[config.mk]
export PLATFORM = sky130hd
export DESIGN_NAME = idiv_iterative
export DESIGN_NICKNAME = d
export VERILOG_FILES = /design/src/idiv_pkg.sv /design/src/idiv_op_decode.sv /design/src/idiv_iterate.sv /design/src/idiv_control.sv /design/src/idiv_result.sv /design/src/idiv_iterative.sv
export SDC_FILE = /design/constraint.sdc
export NUM_CORES = 1
export LEC_CHECK = 0
export BUFFER_PORTS_ARGS = -buffer_cell sky130_fd_sc_hd__buf_2
export CAP_MARGIN = 20
export CORE_MARGIN = 10
export CORE_UTILIZATION = 55
export CTS_CLUSTER_DIAMETER = 50
export DETAILED_ROUTE_END_ITERATION = 8
export GPL_TIMING_DRIVEN = 0
export HOLD_SLACK_MARGIN = 0.1
export PLACE_DENSITY = 0.78
export REMOVE_ABC_BUFFERS = 1
export SETUP_SLACK_MARGIN = 0.02
export SYNTH_ARGS = -nofsm -noshare
export SYNTH_HDL_FRONTEND = slang
export SYNTH_HIERARCHICAL = 1
export SYNTH_SLANG_ARGS = --single-unit
[constraint.sdc]
create_clock -name clk_i -period 6.4 [get_ports clk_i]
set_clock_uncertainty 0.2 [all_clocks]
set_input_delay 0.96 -clock clk_i [delete_from_list [all_inputs] [get_ports clk_i]]
set_output_delay 0.96 -clock clk_i [all_outputs]
set_load 0.1 [all_outputs]
[src/idiv_pkg.sv]
`default_nettype none

package idiv_pkg;

  // data width of dividend, divisor, quotient and remainder
  localparam int idiv_width = 32;

  // ---------------------------------------------------------------------------
  // payload structs
  // ---------------------------------------------------------------------------

  // request as presented at the top level
  typedef struct packed {
    logic [idiv_width-1:0] dividend;
    logic [idiv_width-1:0] divisor;
    logic                  signed_div;
  } idiv_req_t;

  // unsigned operand magnitudes, decode to execute
  typedef struct packed {
    logic [idiv_width-1:0] dividend_mag;
    logic [idiv_width-1:0] divisor_mag;
  } idiv_operands_t;

  // sign and corner case flags, decode to result
  typedef struct packed {
    logic neg_quot;
    logic neg_rem;
    logic div_by_zero;
  } idiv_fixup_t;

  // quotient and remainder, raw magnitudes or final signed values
  typedef struct packed {
    logic [idiv_width-1:0] quotient;
    logic [idiv_width-1:0] remainder;
  } idiv_result_t;

  // controller phases
  typedef enum logic [2:0] {
    idiv_idle,
    idiv_decode,
    idiv_busy,
    idiv_fixup,
    idiv_done
  } idiv_state_e;

endpackage

`default_nettype wire

[src/idiv_op_decode.sv]
`timescale 1ns/1ps
`default_nettype none

module idiv_op_decode (
  input  wire                     clk_i,
  input  wire                     arst_n_i,
  input  wire                     decode_en_i,
  input  idiv_pkg::idiv_req_t     req_i,
  output idiv_pkg::idiv_operands_t operands_o,
  output idiv_pkg::idiv_fixup_t   fixup_o
);

  localparam int w = idiv_pkg::idiv_width;

  idiv_pkg::idiv_req_t req_r;

  logic dividend_neg;
  logic divisor_neg;
  logic divisor_zero;

  // request is held until the next accept, so the caller may move on
  always_ff @(posedge clk_i or negedge arst_n_i) begin
    if (!arst_n_i) begin
      req_r <= '0;
    end else if (decode_en_i) begin
      req_r <= req_i;
    end
  end

  // ---------------------------------------------------------------------------
  // operand signs and magnitudes
  // ---------------------------------------------------------------------------

  // msb only counts as a sign in signed mode
  assign dividend_neg = req_r.signed_div & req_r.dividend[w-1];
  assign divisor_neg  = req_r.signed_div & req_r.divisor[w-1];
  assign divisor_zero = ~(|req_r.divisor);

  // most negative value maps onto itself, which is the right unsigned magnitude
  assign operands_o.dividend_mag = dividend_neg ? -req_r.dividend : req_r.dividend;
  assign operands_o.divisor_mag  = divisor_neg  ? -req_r.divisor  : req_r.divisor;

  // ---------------------------------------------------------------------------
  // fixup flags
  // ---------------------------------------------------------------------------

  // quotient stays all ones on divide by zero, so no negation there
  assign fixup_o.neg_quot    = (dividend_neg ^ divisor_neg) & ~divisor_zero;
  // remainder follows the dividend sign
  assign fixup_o.neg_rem     = dividend_neg;
  assign fixup_o.div_by_zero = divisor_zero;

endmodule

`default_nettype wire

[src/idiv_iterate.sv]
`timescale 1ns/1ps
`default_nettype none

module idiv_iterate (
  input  wire                      clk_i,
  input  wire                      arst_n_i,
  input  wire                      load_en_i,
  input  wire                      step_en_i,
  input  idiv_pkg::idiv_operands_t operands_i,
  output logic                     last_step_o,
  output idiv_pkg::idiv_result_t   raw_o
);

  localparam int w = idiv_pkg::idiv_width;
  localparam int cnt_width = $clog2(w) + 1;
  localparam logic [cnt_width-1:0] last_cnt = cnt_width'(w - 1);

  // partial remainder, dividend/quotient shift register and divisor
  logic [w:0]   rem_r;
  logic [w-1:0] quot_r;
  logic [w-1:0] divisor_r;

  // number of quotient bits resolved so far
  logic [cnt_width-1:0] cnt_r;

  logic [w:0] shifted;
  logic [w:0] diff;
  logic       diff_neg;

  // ---------------------------------------------------------------------------
  // trial subtraction
  // ---------------------------------------------------------------------------

  // bring down the next dividend bit
  assign shifted  = {rem_r[w-1:0], quot_r[w-1]};
  assign diff     = shifted - {1'b0, divisor_r};
  assign diff_neg = diff[w];

  always_ff @(posedge clk_i) begin
    if (load_en_i) begin
      rem_r     <= '0;
      quot_r    <= operands_i.dividend_mag;
      divisor_r <= operands_i.divisor_mag;
    end else if (step_en_i) begin
      // restoring step, keep the difference only when it did not go negative
      rem_r  <= diff_neg ? shifted : diff;
      quot_r <= {quot_r[w-2:0], ~diff_neg};
    end
  end

  always_ff @(posedge clk_i or negedge arst_n_i) begin
    if (!arst_n_i) begin
      cnt_r <= '0;
    end else if (load_en_i) begin
      cnt_r <= '0;
    end else if (step_en_i) begin
      cnt_r <= cnt_r + 1'b1;
    end
  end

  assign last_step_o = (cnt_r == last_cnt);

  assign raw_o.quotient  = quot_r;
  assign raw_o.remainder = rem_r[w-1:0];

  // ---------------------------------------------------------------------------
  // checks
  // ---------------------------------------------------------------------------

  // the controller must reload before stepping past the last quotient bit
  assert property (@(posedge clk_i) disable iff (!arst_n_i)
    step_en_i |-> (cnt_r <= last_cnt))
    else $error("step after final quotient bit without a new load");

  // partial remainder never exceeds the data width between steps
  assert property (@(posedge clk_i) disable iff (!arst_n_i)
    step_en_i |=> !rem_r[w])
    else $error("partial remainder overflowed");

endmodule

`default_nettype wire

[src/idiv_control.sv]
`timescale 1ns/1ps
`default_nettype none

module idiv_control (
  input  wire  clk_i,
  input  wire  arst_n_i,
  input  wire  v_i,
  input  wire  yumi_i,
  input  wire  last_step_i,
  output logic ready_and_o,
  output logic v_o,
  output logic decode_en_o,
  output logic load_en_o,
  output logic step_en_o,
  output logic fixup_en_o
);

  localparam int w = idiv_pkg::idiv_width;

  idiv_pkg::idiv_state_e state_r;
  idiv_pkg::idiv_state_e state_nxt;

  // ---------------------------------------------------------------------------
  // state machine
  // ---------------------------------------------------------------------------

  always_ff @(posedge clk_i or negedge arst_n_i) begin
    if (!arst_n_i) begin
      state_r <= idiv_pkg::idiv_idle;
    end else begin
      state_r <= state_nxt;
    end
  end

  always_comb begin
    state_nxt = state_r;
    case (state_r)
      idiv_pkg::idiv_idle:   if (v_i) state_nxt = idiv_pkg::idiv_decode;
      idiv_pkg::idiv_decode: state_nxt = idiv_pkg::idiv_busy;
      // one quotient bit per cycle until the datapath flags the last one
      idiv_pkg::idiv_busy:   if (last_step_i) state_nxt = idiv_pkg::idiv_fixup;
      idiv_pkg::idiv_fixup:  state_nxt = idiv_pkg::idiv_done;
      idiv_pkg::idiv_done:   if (yumi_i) state_nxt = idiv_pkg::idiv_idle;
      default:               state_nxt = idiv_pkg::idiv_idle;
    endcase
  end

  // handshakes
  assign ready_and_o = (state_r == idiv_pkg::idiv_idle);
  assign v_o         = (state_r == idiv_pkg::idiv_done);

  // per phase strobes
  assign decode_en_o = ready_and_o & v_i;
  assign load_en_o   = (state_r == idiv_pkg::idiv_decode);
  assign step_en_o   = (state_r == idiv_pkg::idiv_busy);
  assign fixup_en_o  = (state_r == idiv_pkg::idiv_fixup);

  // ---------------------------------------------------------------------------
  // checks
  // ---------------------------------------------------------------------------

  assert property (@(posedge clk_i) disable iff (!arst_n_i)
    $onehot0({decode_en_o, load_en_o, step_en_o, fixup_en_o}))
    else $error("stage strobes overlap");

  assert property (@(posedge clk_i) disable iff (!arst_n_i)
    yumi_i |-> v_o)
    else $error("yumi_i without v_o");

  // datapath counter and busy phase agree on exactly w steps
  assert property (@(posedge clk_i) disable iff (!arst_n_i)
    load_en_o |=> (step_en_o && !last_step_i) [*(w-1)] ##1
                  (step_en_o && last_step_i) ##1 fixup_en_o)
    else $error("busy phase did not last idiv_width cycles");

endmodule

`default_nettype wire

[src/idiv_result.sv]
`timescale 1ns/1ps
`default_nettype none

module idiv_result (
  input  wire                    clk_i,
  input  wire                    arst_n_i,
  input  wire                    fixup_en_i,
  input  idiv_pkg::idiv_fixup_t  fixup_i,
  input  idiv_pkg::idiv_result_t raw_i,
  output idiv_pkg::idiv_result_t res_o
);

  localparam int w = idiv_pkg::idiv_width;

  logic [w-1:0] quot_fix;
  logic [w-1:0] rem_fix;

  idiv_pkg::idiv_result_t res_r;

  // ---------------------------------------------------------------------------
  // sign fixup
  // ---------------------------------------------------------------------------

  always_comb begin
    // divide by zero arrives as all ones with neg_quot cleared in decode
    if (fixup_i.neg_quot) begin
      quot_fix = -raw_i.quotient;
    end else begin
      quot_fix = raw_i.quotient;
    end

    // remainder takes the sign of the dividend
    if (fixup_i.neg_rem) begin
      rem_fix = -raw_i.remainder;
    end else begin
      rem_fix = raw_i.remainder;
    end
  end

  // held until the next division reaches this stage
  always_ff @(posedge clk_i or negedge arst_n_i) begin
    if (!arst_n_i) begin
      res_r <= '0;
    end else if (fixup_en_i) begin
      res_r.quotient  <= quot_fix;
      res_r.remainder <= rem_fix;
    end
  end

  assign res_o = res_r;

  // restoring division with a zero divisor already yields all ones
  assert property (@(posedge clk_i) disable iff (!arst_n_i)
    (fixup_en_i && fixup_i.div_by_zero) |-> (&raw_i.quotient))
    else $error("datapath quotient not all ones on divide by zero");

endmodule

`default_nettype wire

[src/idiv_iterative.sv]
`timescale 1ns/1ps
`default_nettype none

module idiv_iterative (
  input  wire                    clk_i,
  input  wire                    arst_n_i,
  input  wire                    v_i,
  output logic                   ready_and_o,
  input  idiv_pkg::idiv_req_t    req_i,
  output logic                   v_o,
  output idiv_pkg::idiv_result_t res_o,
  input  wire                    yumi_i
);

  // stage strobes
  logic decode_en;
  logic load_en;
  logic step_en;
  logic fixup_en;
  logic last_step;

  // inter stage payloads
  idiv_pkg::idiv_operands_t operands;
  idiv_pkg::idiv_fixup_t    fixup;
  idiv_pkg::idiv_result_t   raw;

  idiv_control u_control (
    .clk_i       (clk_i),
    .arst_n_i    (arst_n_i),
    .v_i         (v_i),
    .yumi_i      (yumi_i),
    .last_step_i (last_step),
    .ready_and_o (ready_and_o),
    .v_o         (v_o),
    .decode_en_o (decode_en),
    .load_en_o   (load_en),
    .step_en_o   (step_en),
    .fixup_en_o  (fixup_en)
  );

  idiv_op_decode u_op_decode (
    .clk_i       (clk_i),
    .arst_n_i    (arst_n_i),
    .decode_en_i (decode_en),
    .req_i       (req_i),
    .operands_o  (operands),
    .fixup_o     (fixup)
  );

  idiv_iterate u_iterate (
    .clk_i       (clk_i),
    .arst_n_i    (arst_n_i),
    .load_en_i   (load_en),
    .step_en_i   (step_en),
    .operands_i  (operands),
    .last_step_o (last_step),
    .raw_o       (raw)
  );

  idiv_result u_result (
    .clk_i      (clk_i),
    .arst_n_i   (arst_n_i),
    .fixup_en_i (fixup_en),
    .fixup_i    (fixup),
    .raw_i      (raw),
    .res_o      (res_o)
  );

endmodule

`default_nettype wire

# Word-level counts from Yosys, hierarchy flattened
# Index checks and enable logic that the tools add are counted.
# W data, S select, Z words.
[word_totals]
reg_bits = 234
latchBits = 0
mem_bits_rw = 0
mem_bits_ro = 0
output_inout_bits = 66
wordCells = 47
memories = 0
[op_classes]
add_sub_neg = 6
multipliers = 0
div_mod_pow = 0
order_cmp = 0
n_eq_ne = 8
shifts = 0
muxes = 13
n_bitwise = 6
n_reduce_logical = 4
[op_table]
columns = ["op", "count"]
rows = [
  ["$mux W32", 7],
  ["$neg A32 Y32", 4],
  ["$sub A33 B32 Y33", 1],
  ["$reduce_or A32 Y1", 1],
  ["$pmux W3 S5", 1],
  ["$mux W6", 2],
  ["$mux W3", 3],
  ["$add A6 B1 Y6 const B", 1],
  ["$eq A3 B2 Y1 const B", 2],
  ["$eq A6 B5 Y1 const B", 1],
  ["$and A1 B1 Y1", 4],
  ["$ne A2 B1 Y1 const B", 2],
  ["$eq A3 B1 Y1 const B", 1],
  ["$eq A3 B3 Y1 const B", 1],
  ["$logic_not A3 Y1", 1],
  ["$reduce_and A3 Y1", 1],
  ["$ne A2 B2 Y1 const B", 1],
  ["$reduce_bool A2 Y1", 1],
  ["$not A1 Y1", 1],
  ["$xor A1 B1 Y1", 1],
]

# Logic depth before layout (Yosys ltp)
# Gate-level depths: netlist of the first run.
[depth]
depth_word = 4
mapped_depth = 14
mapped_depth_nobuf = 12

# Cells and area by module
# The synthesis of the first run kept the hierarchy.
[by_module_without_submodules]
columns = ["module", "instances", "cells_each", "area_each_um2", "seq_area_each_um2"]
rows = [
  ["idiv_iterate", 1, 552, 5709.2, 2712.6],
  ["idiv_result", 1, 508, 4332.9, 1601.5],
  ["idiv_op_decode", 1, 377, 3981.3, 1626.6],
  ["idiv_control", 1, 16, 171.4, 75.1],
]

# Worst setup path after synthesis of the first run
# Ideal clock, no wire load.
[synth_path]
path_kind = "register to register"
from = "register u_control.state_r[1]"
to = "register u_iterate.quot_r[0] (enable)"
setup_ns = 0.387
t_arrival_ns = 4.326
slack_ns = 1.487
stages_incl_launch_ff = 6
path_buffers = 2
path_cell_list = "dfrtp_1 -> buf_2 -> nor3b_1 -> buf_1 -> nor2_1 -> inv_1"
[synth_via]
elab_chain_len = 2
elab_cells_between_ends = 3
cone_classes = "eq/ne (2); reduce/logical (1)"
[synth_lines]
columns = ["item", "line_no", "text"]
rows = [
  ["from (decl)", "idiv_control.sv:20", "idiv_pkg::idiv_state_e state_r;"],
  ["from (signal assigned)", "idiv_control.sv:29", "state_r <= idiv_pkg::idiv_idle;"],
  ["from (signal assigned)", "idiv_control.sv:31", "state_r <= state_nxt;"],
  ["$eq A3 B1 Y1", "idiv_control.sv:54", "assign load_en_o = (state_r == idiv_pkg::idiv_decode);"],
  ["via load_en", "idiv_iterative.sv:17", "logic load_en;"],
  ["$reduce_bool A2 Y1 (no line)", "n/a", ""],
  ["to (signal assigned)", "idiv_iterate.sv:42", "quot_r <= operands_i.dividend_mag;"],
  ["to (signal assigned)", "idiv_iterate.sv:47", "quot_r <= {quot_r[w-2:0], ~diff_neg};"],
  ["to (decl)", "idiv_iterate.sv:20", "logic [w-1:0] quot_r;"],
]
# The timed path passes the listed nets, and every way through them passes these cells.
# A chain may end at the register's enable or synchronous reset.

# Final worst setup path of the first run
[layout_path]
from = "register u_iterate.quot_r[31]"
to = "register u_iterate.rem_r[5]"
[layout_via]
elab_chain_len = 2
[layout_lines]
columns = ["item", "line_no", "text"]
rows = [
  ["$sub A33 B32 Y33", "idiv_iterate.sv:36", "assign diff = shifted - {1'b0, divisor_r};"],
  ["$mux W32", "idiv_iterate.sv:46", "rem_r <= diff_neg ? shifted : diff;"],
  ["to (signal assigned)", "idiv_iterate.sv:46", ""],
  ["to (decl)", "idiv_iterate.sv:19", "logic [w:0] rem_r;"],
]
# No other way between the ends.

==> summary.md, run 1 <==
| Metric | Value |
|---|---|
| Ant diodes | `0` |
| Min cycle time layout | `4.28 ns` |
| Postcts setup bufs | `0` |
| Endpoints failing hold | `0` |
| Clock Tree Buf Depth | `3` |
| Top achievable clock speed | `approximately 0.23 GHz` |
| Die width | `between 150 and 200 um` |
| Area of the multi-input gates | `~0.0076 mm2` |
| Global route overflow | `0` |
| Crit Path Class | `reg -> reg` |
| Setup ws final | `roughly 2.1 ns` |
| Fraction of layout instances using a drive strength above 1 | `0.209` |
| # IOs | `around 140` |
| Arrival time worst endpoint | `about 4.5 ns` |
| Synth Cell Area | `~0.014 mm2` |
| Die span in y | `approximately 180 um` |
| Wirelength per Cell | `between 15 and 20 um` |
| Worst reg2reg setup slack | `around 2.1 ns` |
| Hold slack final | `about 0.15 ns` |
| Post-CTS Hold Fix Bufs | `0` |
| Yosys Warn Count | `6` |
| Unrepaired setup endpoints after global routing | `no` |
| Largest net degree at the start of global routing | `between 90 and 100` |
| Worst r2r path cells | `13` |
| Post-Place Worst Slack | `approximately 2.2 ns` |
| Worst Hold Class | `in -> async` |
| # setup viols final | `0` |
| Num CTS Buffers | `27` |
| Period utilization | `0.668` |
| Placed Cells | `between 1,500 and 2,000` |
| Initial antenna violation count | `0` |
| Final WL | `approximately 35,000 um` |
| Final GP Congestion | `just over 0.9` |
| Post-Layout Inst Area | `0.0161 mm2` |
| Final Non-Filler Cells | `between 1,500 and 2,000` |
| CTS tree | `done` |
| Worst-Margin Slew | `1.03 ns` |
| Max-slew violation count | `0` |
| R2R Path End | `u_iterate/rem_r[5]` |
| Rows | `58` |
| DRT iter0 DRCs | `around 1,000` |
| P&R area growth vs syn | `13.3%` |
| Vias/cell | `between 6 and 7` |
| Pre-antenna DRT Iters | `5` |
| Number of global-route vias before repair | `around 11,000` |
| Post-CTS sizing | `0` |
| Initial core utilization | `0.561` |
| CTS H-tree depth | `1` |
| RR Startpoint | `u_iterate/quot_r[31]` |
| PortBufs | `roughly 130` |
| DP HPWL | `between 20,000 and 25,000 um` |
| CTS Root Cell | `clkbuf_16` |
| Status | `completed` |
| Synthesized instance count | `1,451` |
| Syn avg cell area | `around 10 um2` |
| Slew headroom | `0.312` |
| Required time worst endpoint | `about 6.6 ns` |
| Via Count | `between 10,000 and 15,000` |
| Max_cap viols | `0` |
| CTS clk-pin slew, worst paths | `about 0.06 ns` |
| Filler Cell Count | `~2,100` |
| FF+latch area | `between 0.006 and 0.007 mm2` |
| Worst setup EP type | `flip-flop` |
| Worst-Skew Late Latency | `between 0.5 and 0.6 ns` |
| Placement Cell Area | `0.0151 mm2` |
| ANT nets after route | `0` |
| Startpoint types | `flip-flop` |
| # DRC | `0` |
| Number of nets in the layout | `between 1,500 and 2,000` |
| First-pass GRT wire length | `between 50,000 and 60,000 um` |
| Core footprint | `between 0.02 and 0.03 mm2` |
| Die area | `around 0.033 mm2` |
| Sink Count | `between 200 and 250` |
| Total GRT Usage | `0.204` |
| Critical path fanouts, max | `19` |
[cell type report]
class / count / share of cell area
inverter: 61 / 0.0143
tap: 330 / 0.0257
clock inverter: 14 / 0.00818
timing repair buffer: 153 / 0.0610
sequential: 234 / 0.375
clock buffer: 35 / 0.0452
multi-input combinational: 1063 / 0.471
[layer usage]
layer,up-vias,routed length (um),GRT usage
met4,0,579,0.0515
li1,5606,-,-
met5,-,0,0
met3,45,2060,0.0337
met1,5512,16400,0.287
met2,361,15700,0.319
[worst max path at each step]
stage | from | to | slack, ns | depth (start not counted)
floorplan | u_control/state_r[1] | u_iterate/quot_r[0] | -3.38 | 3
global placement | u_control/state_r[1] | u_iterate/quot_r[0] | -8.33 | 3
detailed placement | u_iterate/quot_r[31] | u_iterate/rem_r[5] | 2.20 | 13
CTS | u_iterate/quot_r[31] | u_iterate/rem_r[5] | 2.18 | 13
global route | u_iterate/quot_r[31] | u_iterate/rem_r[5] | 1.78 | 13
finish | u_iterate/quot_r[31] | u_iterate/rem_r[5] | 2.12 | 13
[through the flow]
step | setup TNS [ns] | util
2_1_floorplan | -269.86 | -
3_3_place_gp | -800.69 | 0.588
3_5_place_dp | 0 | 0.600
4_1_cts | 0 | 0.634
5_1_grt | 0 | 0.636
6_report | 0 | 0.636
[critical path: stages (launching register included)]
cell and delay (ns):
edfxtp_1 0.51, inv_1 0.10, ha_1 0.19, fa_1 0.22
nor2b_1 0.07, o31ai_2 0.29, a31oi_1 0.17, nor2_1 0.37
o221ai_2 0.24, a41oi_2 0.40, xor2_2 0.82, buf_6 0.26
nand2_1 0.06, a311oi_1 0.27
[state kept, by name, summed over array words and instances, names as in the netlist]
name and flops:
u_result/res_o 64, u_iterate/rem_r 32, u_iterate/cnt_r 6, u_iterate/quot_r 32
u_iterate/divisor_r 32, u_control/state_r 3, u_op_decode/req_r 65
[placed cells by master, fill, tap and decap left out, types with 6 or more instances in the layout]
master / n
clkbuf_16: 27
xor2_1: 55
nand3_1: 34
a2111o_1: 6
a2111oi_0: 11
o41ai_1: 8
buf_2: 133
a31oi_1: 48
o31ai_1: 23
a21o_1: 9
ha_1: 37
mux2i_1: 9
dfxtp_1: 32
xnor2_1: 53
dfrtp_1: 138
mux2_2: 90
edfxtp_1: 64
o21a_1: 8
o21ai_0: 52
clkbuf_1: 6
or4_1: 37
nand4_1: 30
nor3_1: 25
nor2b_1: 31
or3_1: 24
nor2_1: 113
and2_1: 9
and3_1: 10
a311oi_1: 23
buf_6: 13
nand3b_1: 15
inv_1: 60
nor4_1: 25
nand2_1: 102
a21oi_1: 63
o2111ai_1: 9
Power of run 1 is not shown: default switching activity piles up to over one toggle a cycle in this logic, so the estimate is an artifact.
==> inputs of run 2 (changes only) <==
--- a/config.mk
+++ b/config.mk
@@ -5,6 +5,7 @@
 export SDC_FILE = /design/constraint.sdc
 export NUM_CORES = 1
 export LEC_CHECK = 0
+export ABC_AREA = 1
 export BUFFER_PORTS_ARGS = -buffer_cell sky130_fd_sc_hd__buf_2
 export CAP_MARGIN = 20
 export CORE_MARGIN = 10
@@ -13,7 +14,7 @@
 export DETAILED_ROUTE_END_ITERATION = 8
 export GPL_TIMING_DRIVEN = 0
 export HOLD_SLACK_MARGIN = 0.1
-export PLACE_DENSITY = 0.78
+export PLACE_DENSITY = 0.8
 export REMOVE_ABC_BUFFERS = 1
 export SETUP_SLACK_MARGIN = 0.02
 export SYNTH_ARGS = -nofsm -noshare
==> constraint.sdc (replaced) <==
create_clock -name clk_i -period 3.9 [get_ports clk_i]
set_clock_uncertainty 0.2 [all_clocks]
set_input_delay 0.585 -clock clk_i [delete_from_list [all_inputs] [get_ports clk_i]]
set_output_delay 0.585 -clock clk_i [all_outputs]
set_load 0.1 [all_outputs]
==> run 2 against run 1 <==
  * Clock-buffer cell count rose by 2
  * Via count is 35% higher
  * Final cell count up 58%
  * Non-clock buffer count grew 54
  * Utilization up 1.5 points
  * Highest routed layer unchanged
  * Global-route usage rose by 4.5 points
  * Area after synthesis increased by 12%
  * Flip-flop and latch count did not move
==> summary.md, run 2 <==
| Metric | Value |
|---|---|
| Status | `completed` |
| Placement Cell Area | `roughly 0.017 mm2` |
| Vias/cell | `about 5.2` |
| Most frequent cells in the layout | `940 x nand2_1, 322 x inv_1, 240 x nor2_1` |
| Initial core utilization | `0.554` |
| DRT iter0 DRCs | `approximately 1,400` |
| # DRC | `0` |
| Register with the most flip-flops | `u_op_decode/req_r` |
| DP HPWL | `approximately 35,000 um` |
| Largest net degree at the start of global routing | `a little under 80` |
| Rows | `62` |
| CP max stage delay | `~0.52 ns` |
| Post-Layout Inst Area | `around 0.019 mm2` |
| CTS tree | `done` |
| PortBufs | `between 100 and 150` |
| Num CTS Buffers | `30` |
| Most used cell along the critical path | `nand2_1` |
| Post-CTS sizing | `0` |
| Top achievable clock speed | `around 0.31 GHz` |
| Switch share | `0.529` |
| Max_cap viols | `0` |
| Postcts setup bufs | `0` |
| Worst reg2reg setup slack | `a little over 0.7 ns` |
| Clock Power Share | `0.175` |
| Fraction of layout instances using a drive strength above 1 | `0.113` |
| CTS clk-pin slew, worst paths | `around 0.060 ns` |
| Total Power | `about 17 mW` |
| Syn avg cell area | `6.60 um2` |
| Number of nets in the layout | `2,680` |
| Slew headroom | `0.384` |
| Sink Count | `about 230` |
| Most common cell after layout, fill and taps aside | `nand2_1` |
| Global route overflow | `0` |
| # setup viols final | `0` |
| Highest ir drop seen on vdd | `1.15 mV` |
| Worst setup EP type | `flip-flop` |
| CTS H-tree depth | `1` |
| Leakage | `a little under 10 nW` |
| Largest register FFs | `65` |
| Die span in y | `roughly 190 um` |
| Final GP Congestion | `between 0.9 and 1` |
| Clock Tree Buf Depth | `3` |
| Core footprint | `between 0.02 and 0.03 mm2` |
| Hold slack final | `around 0.13 ns` |
| Period utilization | `0.819` |
| Startpoint types | `flip-flop` |
| Filler Cell Count | `2,609` |
| Unrepaired setup endpoints after global routing | `no` |
| Number of global-route vias before repair | `about 15,000` |
| Total GRT Usage | `0.249` |
| Worst-Skew Late Latency | `between 0.5 and 0.6 ns` |
| Max-slew violation count | `0` |
| Worst-Margin Slew | `~0.92 ns` |
| Arrival time worst endpoint | `between 3 and 4 ns` |
| Wirelength per Cell | `between 15 and 20 um` |
| Min cycle time layout | `about 3.2 ns` |
| Post-CTS Hold Fix Bufs | `between 60 and 70` |
| Worst Hold Class | `in -> reg` |
| Synth Cell Area | `roughly 0.016 mm2` |
| Synthesized instance count | `2,397` |
| Ant diodes | `0` |
| Required time worst endpoint | `4.15 ns` |
| Endpoints failing hold | `0` |
| # IOs | `135` |
| Final WL | `~45,000 um` |
| Crit Path Class | `reg -> reg` |
| Cell Chain, Critical Path | `inv_1 -> ha_1 -> fa_1 -> inv_1 -> nand2_1 -> nand2_1 -> nand3_1 -> nand2_1 -> nand2_1 -> nand2_2 -> nand2_2 -> nand2_2 -> nand2_2 -> nand2_4 -> nand2_1 -> nand3_1 -> nand2_1` |
| ANT nets after route | `0` |
| Switch Pwr | `between 8 and 9 mW` |
| Power share of the sequential group | `0.285` |
| Die area | `roughly 0.036 mm2` |
| Die width | `approximately 190 um` |
| Via Count | `15,600` |
| Power per cell area | `approximately 910 mW/mm2` |
| CTS Root Cell | `clkbuf_16` |
| CP max-delay cell | `edfxtp_1` |
| Critical path fanouts, max | `33` |
| Pre-antenna DRT Iters | `6` |
| Yosys Warn Count | `6` |
| Int Power | `approximately 8 mW` |
| Initial antenna violation count | `0` |
| P&R area growth vs syn | `17.5%` |
| Logic pwr share | `0.541` |
| First-pass GRT wire length | `~75,000 um` |
run 2: per-layer routing:
metal / track usage / wire [um] / up-vias / share of wire
met5: 0 / 0 / - / 0
met4: 0.0604 / 918 / 0 / 0.020
met3: 0.0353 / 3570 / 65 / 0.079
met2: 0.390 / 20000 / 612 / 0.44
met1: 0.357 / 20900 / 7110 / 0.46
li1: - / - / 7781 / -
run 2: worst max-delay path: cells and delay by family, from the launching register on:
kind | cells | cell delay (ns)
adders and majority gates | 2 | 0.66
and+or+nand+nor | 13 | 1.44
DFF | 1 | 0.52
buffers and inverters | 2 | 0.23
run 2: path summary, 6_finish.rpt:
| check | endpoint | from | cells past startpoint |
|---|---|---|---|
| max | u_iterate/rem_r[9] | u_iterate/quot_r[31] | 17 |
| min | u_op_decode/req_r[35] | req_i[35] | 3 |
| max reg2reg | u_iterate/rem_r[9] | u_iterate/quot_r[31] | 17 |
| min reg2reg | u_iterate/divisor_r[0] | u_op_decode/req_r[1] | 0 |
| max in group asynchronous | u_op_decode/req_r[4] | arst_n_i | 3 |
| min in group asynchronous | u_op_decode/req_r[23] | arst_n_i | 2 |
run 2: layout make-up:
class | instances | area [um2] | share of cell area
sequential | 234 | 6020 | 0.324
inverter | 345 | 1300 | 0.0698
clock inverter | 19 | 228 | 0.0122
tap | 384 | 480 | 0.0258
multi-input combinational | 1755 | 8200 | 0.441
timing repair buffer | 207 | 1510 | 0.0812
clock buffer | 37 | 861 | 0.0463
run 2: stage by stage:
stage	setup slack, ns	setup TNS [ns]	instances	utilization
CTS	0.653	0	2980	0.650
detailed placement	0.735	0	2859	0.589
floorplan	-1.87	-166.00	2334	-
global placement	-4.60	-521.22	2852	0.582
finish	0.707	0	2981	0.651
global route	0.499	0	2981	0.651
run 2: power by group through the flow:
stage	clock [mW]	combinational [mW]	sequential, mW
5_1_grt	3.10	10.0	4.93
2_1_floorplan	0	4.78	6.62
3_5_place_dp	0	8.92	4.82
4_1_cts	2.99	9.03	4.79
6_report	2.95	9.14	4.82
3_3_place_gp	0	8.65	4.81
Note: power is estimated with default switching activity, not from simulation.
==> inputs of run 3 (changes only) <==
--- a/config.mk
+++ b/config.mk
@@ -14,7 +14,7 @@
 export DETAILED_ROUTE_END_ITERATION = 8
 export GPL_TIMING_DRIVEN = 0
 export HOLD_SLACK_MARGIN = 0.1
-export PLACE_DENSITY = 0.8
+export PLACE_DENSITY = 0.77
 export REMOVE_ABC_BUFFERS = 1
 export SETUP_SLACK_MARGIN = 0.02
 export SYNTH_ARGS = -nofsm -noshare
==> constraint.sdc (replaced) <==
create_clock -name clk_i -period 3.2 [get_ports clk_i]
set_clock_uncertainty 0.2 [all_clocks]
set_input_delay 0.48 -clock clk_i [delete_from_list [all_inputs] [get_ports clk_i]]
set_output_delay 0.48 -clock clk_i [all_outputs]
set_load 0.1 [all_outputs]
==> run 3 against run 2 <==
  * Hold slack better by 0.036 ns
  * Register-to-register slack got worse by 0.43 ns
  * Global-route usage increased by 0.11 points
  * Clock-buffer cell count rose by 1
  * Clock power grew 18%
  * Highest routed layer unchanged
  * Non-clock buffer count rose by 3
  * Fmax increased by 9.1%
  * Critical path depth down 2
  * Final area grew 0.18%
  * Power up 21%
  * Routed wire length up 2.0%
  * Combinational power up 23%
==> summary.md, run 3 (synthesis results as in run 2) <==
| Metric | Value |
|---|---|
| CP max stage delay | `approximately 0.42 ns` |
| Die span in y | `around 190 um` |
| Register with the most flip-flops | `u_op_decode/req_r` |
| First-pass GRT wire length | `74,300 um` |
| Largest register FFs | `65` |
| Fraction of layout instances using a drive strength above 1 | `0.113` |
| Rows | `62` |
| Top achievable clock speed | `between 0.3 and 0.4 GHz` |
| ANT nets after route | `0` |
| Pre-antenna DRT Iters | `5` |
| Num CTS Buffers | `29` |
| CTS tree | `done` |
| Clock Tree Buf Depth | `3` |
| Worst Hold Class | `in -> reg` |
| PortBufs | `between 100 and 150` |
| Worst-Skew Late Latency | `roughly 0.57 ns` |
| Endpoints failing hold | `0` |
| Min cycle time layout | `slightly below 3 ns` |
| # setup viols final | `0` |
| Slew headroom | `0.402` |
| Worst-Margin Slew | `roughly 0.9 ns` |
| Setup ws final | `approximately 0.27 ns` |
| Leakage | `9.86 nW` |
| Arrival time worst endpoint | `3.17 ns` |
| Initial antenna violation count | `0` |
| Status | `completed` |
| # IOs | `around 140` |
| Die area | `between 0.03 and 0.04 mm2` |
| Largest net degree at the start of global routing | `75` |
| Most frequent cells in the layout | `939 x nand2_1, 322 x inv_1, 240 x nor2_1` |
| Post-Place Worst Slack | `-0.0163 ns` |
| Die width | `between 150 and 200 um` |
| Vias/cell | `5.20` |
| Number of nets in the layout | `approximately 2,700` |
| Cell Chain, Critical Path | `inv_1 -> ha_1 -> fa_1 -> inv_1 -> nand2_1 -> nand2_1 -> nand3_1 -> nand2_2 -> nand2_1 -> nand2_2 -> nand2_2 -> nand3_2 -> nand2_8 -> nor2_1 -> o21ai_1` |
| Highest ir drop seen on vdd | `a little over 1 mV` |
| Sink Count | `approximately 230` |
| DRT iter0 DRCs | `~1,300` |
| Total GRT Usage | `0.250` |
| Power per cell area | `between 1000 and 1500 mW/mm2` |
| Required time worst endpoint | `3.44 ns` |
| CP max-delay cell | `fa_1` |
| CTS clk-pin slew, worst paths | `roughly 0.060 ns` |
| CTS Root Cell | `clkbuf_16` |
| Total Power | `between 20 and 25 mW` |
| Wirelength per Cell | `15.5 um` |
| Crit Path Class | `reg -> reg` |
| P&R area growth vs syn | `17.7%` |
| Util after Layout | `0.652` |
| Number of global-route vias before repair | `~14,000` |
| Max_cap viols | `0` |
| DP HPWL | `about 35,000 um` |
| Most common cell after layout, fill and taps aside | `nand2_1` |
| Startpoint types | `flip-flop` |
| Max-slew violation count | `0` |
| Final GP Congestion | `around 0.92` |
| Ant diodes | `0` |
| Filler Cell Count | `between 2,000 and 3,000` |
| Core footprint | `0.0285 mm2` |
| Global route overflow | `0` |
| # DRC | `0` |
| CTS H-tree depth | `1` |
| Critical path fanouts, max | `16` |
| Initial core utilization | `0.554` |
| Final WL | `between 40,000 and 50,000 um` |
| Via Count | `approximately 15,000` |
| Period utilization | `0.915` |
| Worst setup EP type | `flip-flop` |
| Unrepaired setup endpoints after global routing | `no` |
| Hold slack final | `0.161 ns` |
-- run 3: cell types whose count changed in the layout (fill, tap and decap cells not counted), sizes merged --
cell         before  now
clkinvlp          2    1
clkbuf           37   38
nand2           961  963
clkinv           10    8
buf             142  143
dlygate4sd3      65   67
inv             349  348
-- run 3: final cells by class --
| class | count | area (um2) | area share |
|---|---|---|---|
| tap | 384 | 480 | 0.0258 |
| multi-input combinational | 1757 | 8260 | 0.443 |
| inverter | 345 | 1300 | 0.0697 |
| clock buffer | 38 | 833 | 0.0447 |
| timing repair buffer | 210 | 1540 | 0.0826 |
| sequential | 234 | 6020 | 0.323 |
| clock inverter | 15 | 199 | 0.0107 |
-- run 3: metal layers --
layer / vias to the layer above / global-route usage / wire length, um
li1: 7783 / - / -
met1: 7085 / 0.363 / 21200
met2: 573 / 0.387 / 20200
met3: 57 / 0.0383 / 3930
met4: 0 / 0.0553 / 903
met5: - / 0 / 0
-- run 3: critical path, delay by kind of cell, from the launching register on --
kind / cells / cell delay [ns]
simple gates: 10 / 1.28
flops: 1 / 0.37
buf+inv: 2 / 0.19
fa+ha+maj: 2 / 0.66
compound gates: 1 / 0.09
-- run 3: final timing paths --
kind                                 startpoint                endpoint  slack (ns)  depth (start not counted)
max                        u_iterate/quot_r[31]     u_iterate/rem_r[31]        0.27                         15
min                                         v_i    u_control/state_r[0]        0.16                          5
max reg2reg                u_iterate/quot_r[31]     u_iterate/rem_r[31]        0.27                         15
min reg2reg                u_op_decode/req_r[1]  u_iterate/divisor_r[0]        0.24                          0
max in group asynchronous              arst_n_i    u_op_decode/req_r[1]        1.66                          3
min in group asynchronous              arst_n_i   u_op_decode/req_r[27]        0.34                          2
-- run 3: where the power goes --
group	internal [mW]	switching [mW]	total [mW]
clock	2.11	1.36	3.47
sequential	4.67	1.17	5.84
combinational	2.85	8.30	11.2
-- run 3: repair_timing --
| action | in CTS | in global routing |
|---|---|---|
| pin swaps | 0 | 3 |
| endpoints found under the setup margin | 28 | 33 |
| gates resized for setup | 2 | 4 |
| gates cloned | 0 | 2 |
| setup buffers | 0 | 1 |
| hold endpoints to repair | 139 | 0 |
| hold buffers | 67 | 0 |
-- run 3: stage by stage --
step                      instance area [um2]  TNS, ns  cells
after global placement                  16600  -806.45   2852
after detailed placement                16800  -0.0267   2859
after global routing                    18600        0   2983
after floorplan                         15500  -299.15   2334
after CTS                               18500        0   2979
final                                   18600        0   2983
